File: config.mk
export PLATFORM = sky130hd
export DESIGN_NAME = vga_timing
export DESIGN_NICKNAME = d
export VERILOG_FILES = /design/src/design/vga_pkg.sv /design/src/design/vga_timing.sv
export SDC_FILE = /design/constraint.sdc
export NUM_CORES = 1
export LEC_CHECK = 0
export BUFFER_PORTS_ARGS = -buffer_cell sky130_fd_sc_hd__buf_2
export CAP_MARGIN = 25
export CORE_ASPECT_RATIO = 1.2
export CORE_UTILIZATION = 51
export DETAILED_ROUTE_END_ITERATION = 8
export PLACE_DENSITY = 0.73
export SKIP_CTS_REPAIR_TIMING = 1
export SYNTH_ARGS = -nofsm -noshare
export SYNTH_HDL_FRONTEND = slang
export SYNTH_SLANG_ARGS = --single-unit
File: constraint.sdc
create_clock -name clk -period 2.5 [get_ports clk]
set_clock_uncertainty 0.1 [all_clocks]
set_input_delay 0.75 -clock clk [delete_from_list [all_inputs] [get_ports clk]]
set_output_delay 0.75 -clock clk [all_outputs]
set_load 0.1 [all_outputs]
File: src/design/vga_pkg.sv
// vga_pkg: display timing defaults, window geometry, colour codes and the 3x5 hex font
package vga_pkg;

    // 800 x 480 timing, pixels and lines
    localparam int H_ACTIVE = 800;
    localparam int H_FRONT  = 40;
    localparam int H_SYNC   = 128;
    localparam int H_BACK   = 88;
    localparam int V_ACTIVE = 480;
    localparam int V_FRONT  = 1;
    localparam int V_SYNC   = 3;
    localparam int V_BACK   = 41;

    localparam int POS_W = 11;  // h/v counter width

    // hack screen window, centred in the active area
    localparam logic [POS_W-1:0] WIN_H0 = 11'd144;
    localparam logic [POS_W-1:0] WIN_V0 = 11'd112;
    localparam logic [POS_W-1:0] WIN_W  = 11'd512;
    localparam logic [POS_W-1:0] WIN_HT = 11'd256;

    localparam int COLOUR_W = 3;  // {r,g,b}
    localparam logic [COLOUR_W-1:0] C_BLACK = 3'b000;
    localparam logic [COLOUR_W-1:0] C_BLUE  = 3'b001;
    localparam logic [COLOUR_W-1:0] C_WHITE = 3'b111;

    localparam int CELL_W  = 4;  // 3 glyph columns + 1 blank spacer
    localparam int CELL_HT = 5;

    // glyph bit for (row, col) sits at 14 - (3*row + col), so literals read top-left first
    localparam logic [14:0] GLYPH [16] = '{
        15'b111_101_101_101_111, 15'b010_110_010_010_111,  // 0 1
        15'b111_001_111_100_111, 15'b111_001_111_001_111,  // 2 3
        15'b101_101_111_001_001, 15'b111_100_111_001_111,  // 4 5
        15'b111_100_111_101_111, 15'b111_001_001_001_001,  // 6 7
        15'b111_101_111_101_111, 15'b111_101_111_001_111,  // 8 9
        15'b010_101_111_101_101, 15'b110_101_110_101_110,  // a b
        15'b111_100_100_100_111, 15'b110_101_101_101_110,  // c d
        15'b111_100_111_100_111, 15'b111_100_111_100_100   // e f
    };

endpackage
File: src/design/vga_timing.sv
// vga_timing: raster position counters and active-low horizontal/vertical sync decode
module vga_timing #(
    parameter int H_ACTIVE = vga_pkg::H_ACTIVE,
    parameter int H_FRONT  = vga_pkg::H_FRONT,
    parameter int H_SYNC   = vga_pkg::H_SYNC,
    parameter int H_BACK   = vga_pkg::H_BACK,
    parameter int V_ACTIVE = vga_pkg::V_ACTIVE,
    parameter int V_FRONT  = vga_pkg::V_FRONT,
    parameter int V_SYNC   = vga_pkg::V_SYNC,
    parameter int V_BACK   = vga_pkg::V_BACK
) (
    input  logic                     clk,
    input  logic                     arst_n,
    output logic [vga_pkg::POS_W-1:0] h_pos,  // pixel within line
    output logic [vga_pkg::POS_W-1:0] v_pos,  // line within frame
    output logic                     hsync_raw,
    output logic                     vsync_raw
);

    localparam int H_TOTAL = H_ACTIVE + H_FRONT + H_SYNC + H_BACK;  // 1056 by default
    localparam int V_TOTAL = V_ACTIVE + V_FRONT + V_SYNC + V_BACK;  // 525 by default

    // sync windows follow the front porch
    localparam int HS_START = H_ACTIVE + H_FRONT;
    localparam int HS_END   = HS_START + H_SYNC;
    localparam int VS_START = V_ACTIVE + V_FRONT;
    localparam int VS_END   = VS_START + V_SYNC;

    logic h_last;  // last pixel of the line
    logic v_last;  // last line of the frame

    assign h_last = (h_pos == H_TOTAL - 1);
    assign v_last = (v_pos == V_TOTAL - 1);

    // pixel counter, wraps every line
    always_ff @(posedge clk or negedge arst_n) begin
        if (!arst_n) begin
            h_pos <= '0;
        end else if (h_last) begin
            h_pos <= '0;
        end else begin
            h_pos <= h_pos + 1'b1;
        end
    end

    // line counter only moves on the horizontal wrap
    always_ff @(posedge clk or negedge arst_n) begin
        if (!arst_n) begin
            v_pos <= '0;
        end else if (h_last) begin
            if (v_last) begin
                v_pos <= '0;
            end else begin
                v_pos <= v_pos + 1'b1;
            end
        end
    end

    // decoded straight from the counters, frame_buffer does the pipelining
    assign hsync_raw = !((h_pos >= HS_START) && (h_pos < HS_END));
    assign vsync_raw = !((v_pos >= VS_START) && (v_pos < VS_END));

    // the horizontal counter wraps before it can hit the total
    a_h_pos_range: assert property (@(posedge clk) disable iff (!arst_n)
        h_pos < H_TOTAL);

endmodule

==> run summary, run 1 <==
The tools report the detailed-route via count as 940. The tool flagged a number of max-cap violations equal to 0. The tree is rooted in a sky130_fd_sc_hd__clkbuf_4. The number of clock buffers added by TritonCTS is 3. STA classifies the critical path startpoint as a flip-flop. The routability congestion estimate was 0.837. The slew at the pin closest to its max-slew limit is 0.496 ns, and the number of global-route vias before repair is 893.

The wire length of the first global-routing pass was 3900 um. Setup repair after global routing could not meet its margin everywhere. The final period utilization is 1.08. At the end of the flow, the number of nets in the layout was 154.

Overall fraction of global-route tracks in use: 0.223. The worst endpoint required time came out at 1.65 ns. For this run, design rule violations remaining after detail routing come to 0. The worst setup path is captured at an output port.

Power comes to 0.534 mW. The share of flip-flops with an asynchronous set or reset is 1.00. After clock tree synthesis, the clock-pin slew on the worst setup and hold paths is 0.12 ns. The setup path with the least slack is of type reg -> out. The layout cell share with drive strength beyond 1 was 0.384; the number of antenna cells inserted was 0. The run gives 0 as the number of hold-slack violations in the final timing report. The run finished, with violations left.

The signal on the critical path passes through or4_1 > or4_4 > buf_12. The run gives 0.286 mV as the largest voltage drop on the vdd net. The number of buffers inserted by port buffering was 25. The leading cell type in the layout, fill and taps excluded is sky130_fd_sc_hd__buf_2. The die boundary height came out at 54.0 um. The complex-gate fraction of the synthesized area works out to 0.0664.

The level count of the clock H-tree was 1. The maximum fanout count along the critical path is 2, and the number of core rows is 18. The minimum clock period is 2.71 ns, and the final hold slack is 0.289 ns. At the later pin of the worst-skew pair, clock insertion delay measures 0.30 ns. After legalization and detailed placement, the total HPWL measured 1740 um. Summing all placed instances gives a cell area of 1390 um2. After the first detailed-routing iteration, the DRC count stood at 22. The clock net in this run drives a total of 22 sinks. In this run, distinct cell masters in the synthesized netlist total 27. For the setup slack after layout, the log shows -0.208 ns.

The count of synthesis-stage warnings from yosys was 0. The via count normalized by instance count is 5.34. The count of state elements after synthesis is 22, and the delay of the slowest cell on the worst path is 0.51 ns. The run gives 0.691 as the final cell utilization of the core.

After detailed routing, the total wire length is 2440 um. Buffers plus inverters on the worst setup path: 1. Post-synthesis to final-layout area growth: 25.9%. Max-slew violation count: 0. The first TritonRoute pass finished after 4 iterations. The dominant combinational cell family by area after synthesis is simple AND/OR/NAND/NOR gates.

The static leakage is 0.681 nW, and the number of top-level design ports is 26. The final reports fail on setup timing. In this run the mean area of a mapped cell was 10.2 um2. For this design the ratio of total power to cell area is 369 nW/um2.

Entering global routing, the biggest net connects 23 pins. Grouping stages by cell kind, the critical path spends the most delay in simple AND/OR/NAND/NOR gates. In this run the worst hold path is classified as in -> async. The initial core utilization is 0.549, and the mux cell area share after synthesis is 0. The fraction of synthesized cell area in xor and xnor cells is 0.107.

TritonCTS built the clock tree. The number of instances in the synthesized netlist was 113. Adder-cell share of the synthesized area: 0.0544. The upper clock frequency limit was 369 MHz.

The logs give 0 for the number of antenna violations at the first check in global routing and 0 for the final global-route overflow total. Worst path arrival time: 1.86 ns. The run gives 0.268 as the global routing usage on met1. The run gives 0.479 as the sequential cell area fraction in the yosys report. The global-route track usage on met2 was 0.389; the number of nets with antenna violations after detailed routing was 0. The region available for standard cell placement spans 2090 um2.

In the layout the commonest cells are 23 x sky130_fd_sc_hd__buf_2, 12 x sky130_fd_sc_hd__dfrtp_2, 10 x sky130_fd_sc_hd__inv_1, 10 x sky130_fd_sc_hd__nand3_1, 8 x sky130_fd_sc_hd__xor2_1. Summing all non-filler instances in the final layout gives an area of 1450 um2. The total die area came out at 2450 um2. The synthesized netlist occupies a cell area of 1150 um2. The total setup violations reported at the end of the flow is 1. In this run the deepest clock path goes through 2 buffers.

The number of nets handed over by synthesis was 120. On the critical path, the stage with the largest delay is an instance of sky130_fd_sc_hd__or4_1. The floorplan step set the die width to 45.3 um. Worst max-slew margin expressed relative to the limit: 0.669. met2 is the most crowded layer. Number of flops mapped to enable cells by yosys: 0.

The area fraction in and, or, nand and nor cells after synthesis works out to 0.252. The mean routed wirelength per cell is 13.8 um. The run gives 0.0336 as the global-route track usage on met3. The dominant register cell in the synthesized netlist is sky130_fd_sc_hd__dfrtp_1.
==> routing by layer <==
layer	wire, um	share of wire
met1	1090	0.45
met2	1280	0.52
met3	51	0.021
met4	20	0.0082
met5	0	0
==> logic make-up after synthesis <==
| family | Yosys count |
|---|---|
| compound gates | 13 |
| buf+inv | 12 |
| simple gates | 47 |
| flops | 22 |
| xor+xnor | 14 |
| fa+ha+maj | 5 |
==> registers in the layout, summed over array words and instances (netlist names) <==
name,cells
h_pos,11
v_pos,11
==> path summary, 6_finish.rpt <==
check	start	to	slack (ns)	cells after the start
setup / recovery	v_pos[4]	vsync_raw	-0.21	3
hold / removal	arst_n	v_pos[8]	0.29	1
setup reg to reg	h_pos[5]	v_pos[3]	0.47	5
hold reg to reg	v_pos[7]	v_pos[7]	0.41	1
max in group asynchronous	arst_n	h_pos[5]	1.64	1
min in group clk	v_pos[7]	v_pos[7]	0.41	1
==> stage by stage <==
step           TNS (ns)  worst slack, ns  cells
2_1_floorplan    -0.585           -0.293    113
3_3_place_gp   -0.00423         -0.00423    170
3_5_place_dp    -0.0221          -0.0221    170
4_1_cts          -0.374           -0.374    174
5_1_grt          -0.258           -0.250    176
6_report         -0.208           -0.208    176
==> worst register-to-register path: stages, from the launching register on <==
cell and delay, ns:
sky130_fd_sc_hd__dfrtp_4 0.53, sky130_fd_sc_hd__buf_4 0.17, sky130_fd_sc_hd__nor4b_4 0.39, sky130_fd_sc_hd__nand3_1 0.30, sky130_fd_sc_hd__or3_1 0.41, sky130_fd_sc_hd__o21ai_0 0.07
==> Yosys cell counts (2+ instances only) <==
library cell,n,area (um2)
sky130_fd_sc_hd__nor4b_1,2,17.5
sky130_fd_sc_hd__o21ai_0,5,25.0
sky130_fd_sc_hd__nor2_1,6,22.5
sky130_fd_sc_hd__nand2_1,7,26.3
sky130_fd_sc_hd__nand3_1,10,50.1
sky130_fd_sc_hd__xor2_1,8,70.1
sky130_fd_sc_hd__nand4_1,4,25.0
sky130_fd_sc_hd__or4_1,3,22.5
sky130_fd_sc_hd__a21oi_1,3,15.0
sky130_fd_sc_hd__and3_2,3,22.5
sky130_fd_sc_hd__dfrtp_1,22,551
sky130_fd_sc_hd__o31ai_1,3,22.5
sky130_fd_sc_hd__inv_1,10,37.5
sky130_fd_sc_hd__ha_1,5,62.6
sky130_fd_sc_hd__nor3_1,5,25.0
sky130_fd_sc_hd__xnor2_1,6,52.6
==> where the power goes <==
group / switching [mW] / internal (mW) / leakage (nW)
Clock: 0.109 / 0.0622 / 0.0150
Sequential: 0 / 0.356 / 0.271
Combinational: 0.00670 / 0.000559 / 0.395
==> layout make-up <==
| cell class | instances | area, um2 |
|---|---|---|
| Clock buffer | 4 | 26.3 |
| Fill cell | 177 | 647 |
| Inverter | 10 | 37.5 |
| Multi-Input combinational cell | 79 | 569 |
| Sequential cell | 22 | 577 |
| Tap cell | 30 | 37.5 |
| Timing Repair Buffer | 31 | 200 |
(Power assumes the default switching activity.)
==> inputs of run 2 (changes only) <==
--- a/config.mk
+++ b/config.mk
@@ -5,12 +5,13 @@
 export SDC_FILE = /design/constraint.sdc
 export NUM_CORES = 1
 export LEC_CHECK = 0
+export ABC_AREA = 1
 export BUFFER_PORTS_ARGS = -buffer_cell sky130_fd_sc_hd__buf_2
 export CAP_MARGIN = 25
 export CORE_ASPECT_RATIO = 1.2
 export CORE_UTILIZATION = 51
 export DETAILED_ROUTE_END_ITERATION = 8
-export PLACE_DENSITY = 0.73
+export PLACE_DENSITY = 0.71
 export SKIP_CTS_REPAIR_TIMING = 1
 export SYNTH_ARGS = -nofsm -noshare
 export SYNTH_HDL_FRONTEND = slang
==> run 2 against run 1 <==
  * The flow now finishes without violations
  * Global-route usage up 0.88 points
  * Non-clock buffer count down 4
  * Register-to-register slack better by 0.11 ns
  * Core utilization down 4.8 points
==> run summary, run 2 <==
The run finished with clean final reports. The total die area was 2900 um2. TritonCTS built the clock tree.

After detailed routing, the number of vias per cell comes to 5.26. The pre-antenna-repair detailed-routing pass consisted of 4 iterations. The finished layout holds 244 standard cells, fillers aside. With fillers left out, the area of the finished cells amounts to 1630 um2.

In this run the horizontal extent of the chip is 49.3 um. The share of flip-flops with an asynchronous set or reset is 1.00, and the number of flops mapped to enable cells by yosys is 0. Counting distinct cell types in the post-synthesis netlist gives 21. The tools report the number of sinks on the clock net as 22.

By area, the combinational part of the netlist is dominated by simple AND/OR/NAND/NOR gates. The total CTS buffers is 3. The area growth from synthesis to layout is 18.8%. In the final layout, flip-flops and latches occupy 574 um2.

For this design, the slowest cell found on the critical path is sky130_fd_sc_hd__dfrtp_2. The maximum fanout count along the critical path was 9. Summed over all cells, the static leakage comes to 0.835 nW. The mux cell area share after synthesis is 0, and the number of max-capacitance violations reported is 0. The run gives 0.671 as the sequential power share. The max-slew violation count was 0; the number of nets in the synthesized netlist was 189. Summing all placed instances gives a cell area of 1590 um2. The largest area contributor in the synthesized netlist was sky130_fd_sc_hd__dfrtp_1. Source of the worst register-to-register timing path: h_pos[0]. The number of buffers inserted by port buffering came out at 25. The final period utilization was 0.972; the sequential cell area fraction in the yosys report was 0.402. The share of the synthesized area in the top cell type was 0.402. The initial core utilization is 0.542, and the worst max-slew margin expressed relative to the limit is 0.668.

Net switching power figure: 0.111 mW. After detailed routing, the total wire length is 2950 um. The part of the power in combinational logic came out at 0.014.

The number of instances in the synthesized netlist is 182, and the per-instance average area after synthesis is 7.52 um2. The first global-routing pass estimated 5160 um of wire. The Yosys step of the flow raised 0 warnings. In the layout the commonest cells are 40 x sky130_fd_sc_hd__nand2_1, 28 x sky130_fd_sc_hd__inv_1, 23 x sky130_fd_sc_hd__buf_2, 22 x sky130_fd_sc_hd__nor2_1, 20 x sky130_fd_sc_hd__nand3_1.

The tools report the worst slack at placement as 0.356 ns. From bottom edge to top edge, the die measures 58.8 um. In the final layout, the multi-input gates occupy 697 um2.

Switching share of power: 0.210. Fill cells in the final layout number 228. The logs give 2 for the number of buffers on the longest clock path and 0.898 for the routability congestion estimate.

The logs give 23 for the maximum number of pins on one net before global-route repair and 0 for the number of antenna violations at the first check in global routing. The critical path in this run is classified as reg -> out. Sorting the synthesized cells by how often they occur yields 40 x sky130_fd_sc_hd__nand2_1, 31 x sky130_fd_sc_hd__inv_1, 22 x sky130_fd_sc_hd__dfrtp_1, 22 x sky130_fd_sc_hd__nor2_1, 21 x sky130_fd_sc_hd__nand3_1.

Dividing the detail-routed wire length by the instance count gives 12.1 um. Ranked by total cell area, the synthesized netlist is headed by sky130_fd_sc_hd__dfrtp_1 40%, sky130_fd_sc_hd__nand2_1 11%, sky130_fd_sc_hd__inv_1 8.5%. The root buffer cell chosen for the clock tree is sky130_fd_sc_hd__clkbuf_4. Area fraction in and, or, nand and nor cells after synthesis: 0.334. The number of hold-slack violations in the final timing report came out at 0. The count of routing violations after the opening detailed-route iteration was 37. The minimum clock period works out to 2.43 ns.

The worst setup path is launched from a flip-flop. The largest registers in the layout are h_pos: 11 flops, v_pos: 11 flops. The fraction of synthesized cell area in xor and xnor cells is 0.0384. Number of core rows: 20. The signal on the critical path passes through ha_1 > o311ai_4 > buf_12. Complex-gate fraction of the synthesized area: 0.0750.

Summing over every cut layer, the via total after detailed routing is 1,283. The tools report the final cell utilization of the core as 0.644. Yosys instantiated no cell more often than sky130_fd_sc_hd__nand2_1. The level count of the clock H-tree was 1; the power density over cell area was 326 nW/um2. The worst reg-to-reg setup slack was 0.58 ns. Setup slack on the critical path of the routed design comes to 0.0712 ns. In this run the worst hold path is classified as in -> async. The total internal power was 0.418 mW; the total standard cell area after synthesis was 1370 um2.

Leaving out fill and tap cells, the most frequent cell in the layout is sky130_fd_sc_hd__nand2_1. Number of global-route vias before repair: 1,233. Source-to-sink clock delay at the later pin of the worst-skew pair: 0.30 ns.

Based on the critical path, the design can be clocked at up to 412 MHz. The worst setup path is captured at an output port. In the routed design, unresolved DRC markers number 0. Data on the critical path arrives at its endpoint at 1.58 ns.

Setup violations remaining at the end of the flow were counted as 0. The net count of the finished layout is 219. The worst register-to-register path has a depth of 8. The layout cell share with drive strength beyond 1 is 0.256. The wire-length estimate of the detail-placed layout is 2270 um. The tools report the sum of negative setup slack as 0 ns. The clock share of power was 0.315.

Number of top-level design ports: 26. The run gives 0.232 as the overall fraction of global-route tracks in use. The capture point of the worst reg-to-reg path was v_pos[0]. Once detail routing completed, the nets flagged for antenna violations numbered 0. For the pin with the worst max-slew slack, the measured transition is 0.497 ns. The adder-cell share of the synthesized area works out to 0.0457. After global routing the overflow that remains totals 0.

The dominant register cell in the synthesized netlist is sky130_fd_sc_hd__dfrtp_1. Data on the critical path is required at its endpoint by 1.65 ns. After clock tree synthesis, the clock-pin slew on the worst setup and hold paths is 0.12 ns. The count of state elements after synthesis was 22; the number of antenna cells inserted was 0. On the final layout, the worst hold slack is 0.294 ns. The startpoint of the worst setup timing path is v_pos[0].

Including well taps, the total number of placed cells is 239. The delay of the slowest cell on the worst path came out at 0.50 ns. In this run the standard cell core region covers 2530 um2. Overall power consumption: 0.530 mW. Setup repair after global routing could not meet its margin everywhere.

The largest voltage drop on the vdd net was 0.199 mV.
## run 2: cell types whose count changed after synthesis, moves of 3 or more
cell / change
sky130_fd_sc_hd__xnor2_1: -6
sky130_fd_sc_hd__nand2_1: +33
sky130_fd_sc_hd__and3_2: -3
sky130_fd_sc_hd__nor2_1: +16
sky130_fd_sc_hd__nand4_1: +4
sky130_fd_sc_hd__or4_1: -3
sky130_fd_sc_hd__o21ai_2: +5
sky130_fd_sc_hd__nand3_1: +11
sky130_fd_sc_hd__inv_1: +21
sky130_fd_sc_hd__o31ai_1: -3
## run 2: cell families (layout without fill, tap and decap cells)
group	count (synthesis)	count (layout)
simple gates	100	100
buf+inv	34	63
flops	22	22
compound gates	15	15
xor+xnor	6	6
fa+ha+maj	5	5
## run 2: worst max-delay path by stage
stage                      to  cells past startpoint  slack (ns)
finish              vsync_raw                      3        0.07
global route        hsync_raw                      6       -0.02
CTS                 hsync_raw                      6      -0.001
detailed placement  hsync_raw                      6        0.36
global placement    hsync_raw                      6        0.37
floorplan           hsync_raw                      5       -0.27
## run 2: routing by layer
layer,routed length [um],part of all wire,track usage,vias up
met5,0,0,0,-
met4,93,0.032,0.139,0
met2,1550,0.53,0.423,34
met1,1220,0.41,0.266,604
met3,85,0.029,0.0155,8
li1,-,-,-,637
## run 2: power groups by stage
stage / clock network, mW / logic [mW] / registers (mW)
floorplan: 0 / 0.000000407 / 0.363
global placement: 0 / 0.00772 / 0.363
detailed placement: 0 / 0.00795 / 0.363
CTS: 0.175 / 0.00794 / 0.356
global route: 0.188 / 0.00882 / 0.356
finish: 0.167 / 0.00728 / 0.356
## run 2: critical path, delay by kind of cell (launching register included)
family                   cells  cell delay (ns)
flip-flops                   1             0.50
buffers and inverters        1             0.22
adder cells (fa/ha/maj)      1             0.25
AO/OA/AOI/OAI                1             0.31
## run 2: cell type report
class                   instances  area share
multi-input cells             126       0.428
flip-flops and latches         22       0.353
repair buffers                 27      0.0992
inverters                      32      0.0777
well taps                      33      0.0254
clock buffers                   4      0.0162
==> inputs of run 3 (changes only) <==
--- a/config.mk
+++ b/config.mk
@@ -5,13 +5,14 @@
 export SDC_FILE = /design/constraint.sdc
 export NUM_CORES = 1
 export LEC_CHECK = 0
-export ABC_AREA = 1
+export ABC_AREA = 0
 export BUFFER_PORTS_ARGS = -buffer_cell sky130_fd_sc_hd__buf_2
 export CAP_MARGIN = 25
 export CORE_ASPECT_RATIO = 1.2
 export CORE_UTILIZATION = 51
 export DETAILED_ROUTE_END_ITERATION = 8
-export PLACE_DENSITY = 0.71
+export GPL_TIMING_DRIVEN = 0
+export PLACE_DENSITY = 0.76
 export SKIP_CTS_REPAIR_TIMING = 1
 export SYNTH_ARGS = -nofsm -noshare
 export SYNTH_HDL_FRONTEND = slang
==> run 3 against run 2 <==
  * The run now ends with setup timing left
  * Register-to-register slack got worse by 0.06 ns
  * Maximum frequency decreased by 11%
  * First-iteration DRC count decreased by 38%
  * Count of clock-buffer cells in the layout unchanged
  * Clock power increased by 16%
  * Core utilization increased by 4.4 points
  * Worst hold slack got worse by 0.015 ns
  * Sequential cell count unchanged
  * Largest cell class is now flip-flops and latches
==> run summary, run 3 (synthesis results as in run 1) <==
TritonCTS created 3 clock buffers. Final cell utilization of the core: 0.688. The run gives 0 as the number of antenna violations at the first check in global routing. The final period utilization works out to 1.09.

The tools report the number of standard cells in the layout, taps in and fillers out as 175. The tools report the root buffer cell as sky130_fd_sc_hd__clkbuf_4. The library cell contributing the largest single delay on the critical path is sky130_fd_sc_hd__or4_4. The number of DRC violations after detailed routing was 0. The min-delay analysis places its worst path in the category in -> async. TritonCTS built the clock tree. For this design the ratio of total power to cell area is 386 nW/um2. The run gives -0.234 ns as the sum of negative setup slack. The final reports fail on setup timing.

The final global-route overflow total was 0. In this run the core area contains 18 standard-cell rows. The via count normalized by instance count is 5.29. Summing all non-filler instances in the final layout gives an area of 1440 um2.

The die covers 2450 um2. The number of detailed-routing iterations run before antenna repair was 4. Fill cells in the final layout number 178. Along the worst path, the maximum fanout reaches 4.

Setup repair after global routing could not meet its margin everywhere. At the end of routability-driven placement, the weighted congestion stood at 0.797. The largest voltage drop on the vdd net was 0.378 mV; the delay of the slowest cell on the worst path was 0.52 ns.

The overall fraction of global-route tracks in use is 0.208, and the overall power consumption is 0.556 mW. The largest registers in the layout are h_pos: 11 flops, v_pos: 11 flops. For the worst setup path, the data required time is 1.65 ns. Wire length of the first global-routing pass: 3620 um. For the initial core utilization, the log shows 0.549. The post-synthesis to final-layout area growth works out to 25.2%.

Most common cell type on the critical path: sky130_fd_sc_hd__or4_4. The post-detailed-placement half-perimeter wirelength came out at 1570 um. The width of the die came out at 45.3 um. Upper clock frequency limit: 366 MHz. Once detail routing completed, the nets flagged for antenna violations numbered 0.

The worst register-to-register path has a depth of 6. The critical path goes through or4_4 > or4_4 > buf_12. The level count of the clock H-tree is 1, and the max-slew violation count is 0. For the number of nets at the end of the flow, the log shows 153. The tools report the number of top-level design ports as 26. The routed design could run at a clock period as short as 2.73 ns.

Setup slack on the worst reg-to-reg path comes out at 0.52 ns. Clock-pin slew was measured on the worst setup and hold paths at 0.12 ns. CTS saw 22 sinks. In this run the cell area measured after placement is 1360 um2.

Entering global routing, the biggest net connects 23 pins. The die is 54.0 um tall. The placeable core area was 2090 um2; the number of max-capacitance violations reported was 0. The slew at the pin closest to its max-slew limit is 0.486 ns. The run finished, with violations left. Source-to-sink clock delay at the later pin of the worst-skew pair: 0.31 ns.

STA classifies the critical path endpoint as an output port. For this design the static power due to leakage is 0.677 nW. The number of buffers on the longest clock path was 2; the final hold slack was 0.280 ns.

The layout cell share with drive strength beyond 1 was 0.393. STA classifies the critical path startpoint as a flip-flop. For the number of global-route vias before repair, the log shows 801. Summed over all layers, the routed wires come to 2270 um. The number of placed instances, taps included, is 168.

For the number of antenna cells inserted, the log shows 0. The total setup violations reported at the end of the flow came out at 1. For this block, the initial DRC count from the detailed router was 23. Leaving out fill and tap cells, the most frequent cells in the layout are 24 x sky130_fd_sc_hd__buf_2, 12 x sky130_fd_sc_hd__dfrtp_2, 10 x sky130_fd_sc_hd__inv_1, 10 x sky130_fd_sc_hd__nand3_1, 8 x sky130_fd_sc_hd__xor2_1.

The detailed-route via count was 925; the number of hold-slack violations in the final timing report was 0. The run gives 0.676 as the worst max-slew margin expressed relative to the limit. The tools report the worst slack at placement as -0.0794 ns. The leading cell type in the layout, fill and taps excluded was sky130_fd_sc_hd__buf_2. The mean routed wirelength per cell came out at 13.0 um.

The classification of the worst setup path is reg -> out. The run gives -0.234 ns as the setup slack after layout. Buffers placed on the I/O ports in this run total 25.

The worst path arrival time came out at 1.88 ns.
==> run 3: changes by cell type in the layout (fill, tap and decap cells not counted), sizes merged, moves of 3 or more <==
cell,before,now
nand3,22,10
and3,0,4
nand2,41,7
o31ai,0,3
or4,0,3
xnor2,0,6
nor4b,0,3
o21ai,11,5
nand4,8,5
inv,31,10
nor2,24,6
==> run 3: final timing paths <==
| kind | startpoint | endpoint |
|---|---|---|
| worst max register to register | h_pos[0] | v_pos[3] |
| min in group clk | v_pos[10] | v_pos[10] |
| worst max-delay path | v_pos[10] | vsync_raw |
| max in group asynchronous | arst_n | h_pos[3] |
| worst min-delay path | arst_n | h_pos[8] |
| worst min register to register | v_pos[10] | v_pos[10] |
==> run 3: final cells by class <==
| cell class | instances | area (um2) | area share |
|---|---|---|---|
| Inverter | 10 | 37.5 | 0.0261 |
| Clock buffer | 4 | 36.3 | 0.0252 |
| Sequential cell | 22 | 577 | 0.401 |
| Timing Repair Buffer | 28 | 169 | 0.117 |
| Multi-Input combinational cell | 79 | 573 | 0.398 |
| Buffer | 2 | 10.0 | 0.00695 |
| Tap cell | 30 | 37.5 | 0.0261 |
==> run 3: layer usage <==
metal	up-vias	routed length, um	track usage	share of wire
met5	-	0	0	0
met4	0	14	0.0909	0.0062
met3	2	51	0.0201	0.022
met2	17	1170	0.353	0.51
met1	447	1040	0.266	0.46
li1	459	-	-	-
==> run 3: power by group <==
group / internal (mW) / switching, mW
clock: 0.0889 / 0.104
sequential: 0.356 / 0
combinational: 0.000560 / 0.00657
total: 0.445 / 0.111
==> run 3: worst max-delay path, delay by kind of cell (launching register included) <==
kind / cells / cell delay (ns)
AND/OR/NAND/NOR: 2 / 0.96
buffers and inverters: 1 / 0.18
flip-flops: 1 / 0.45
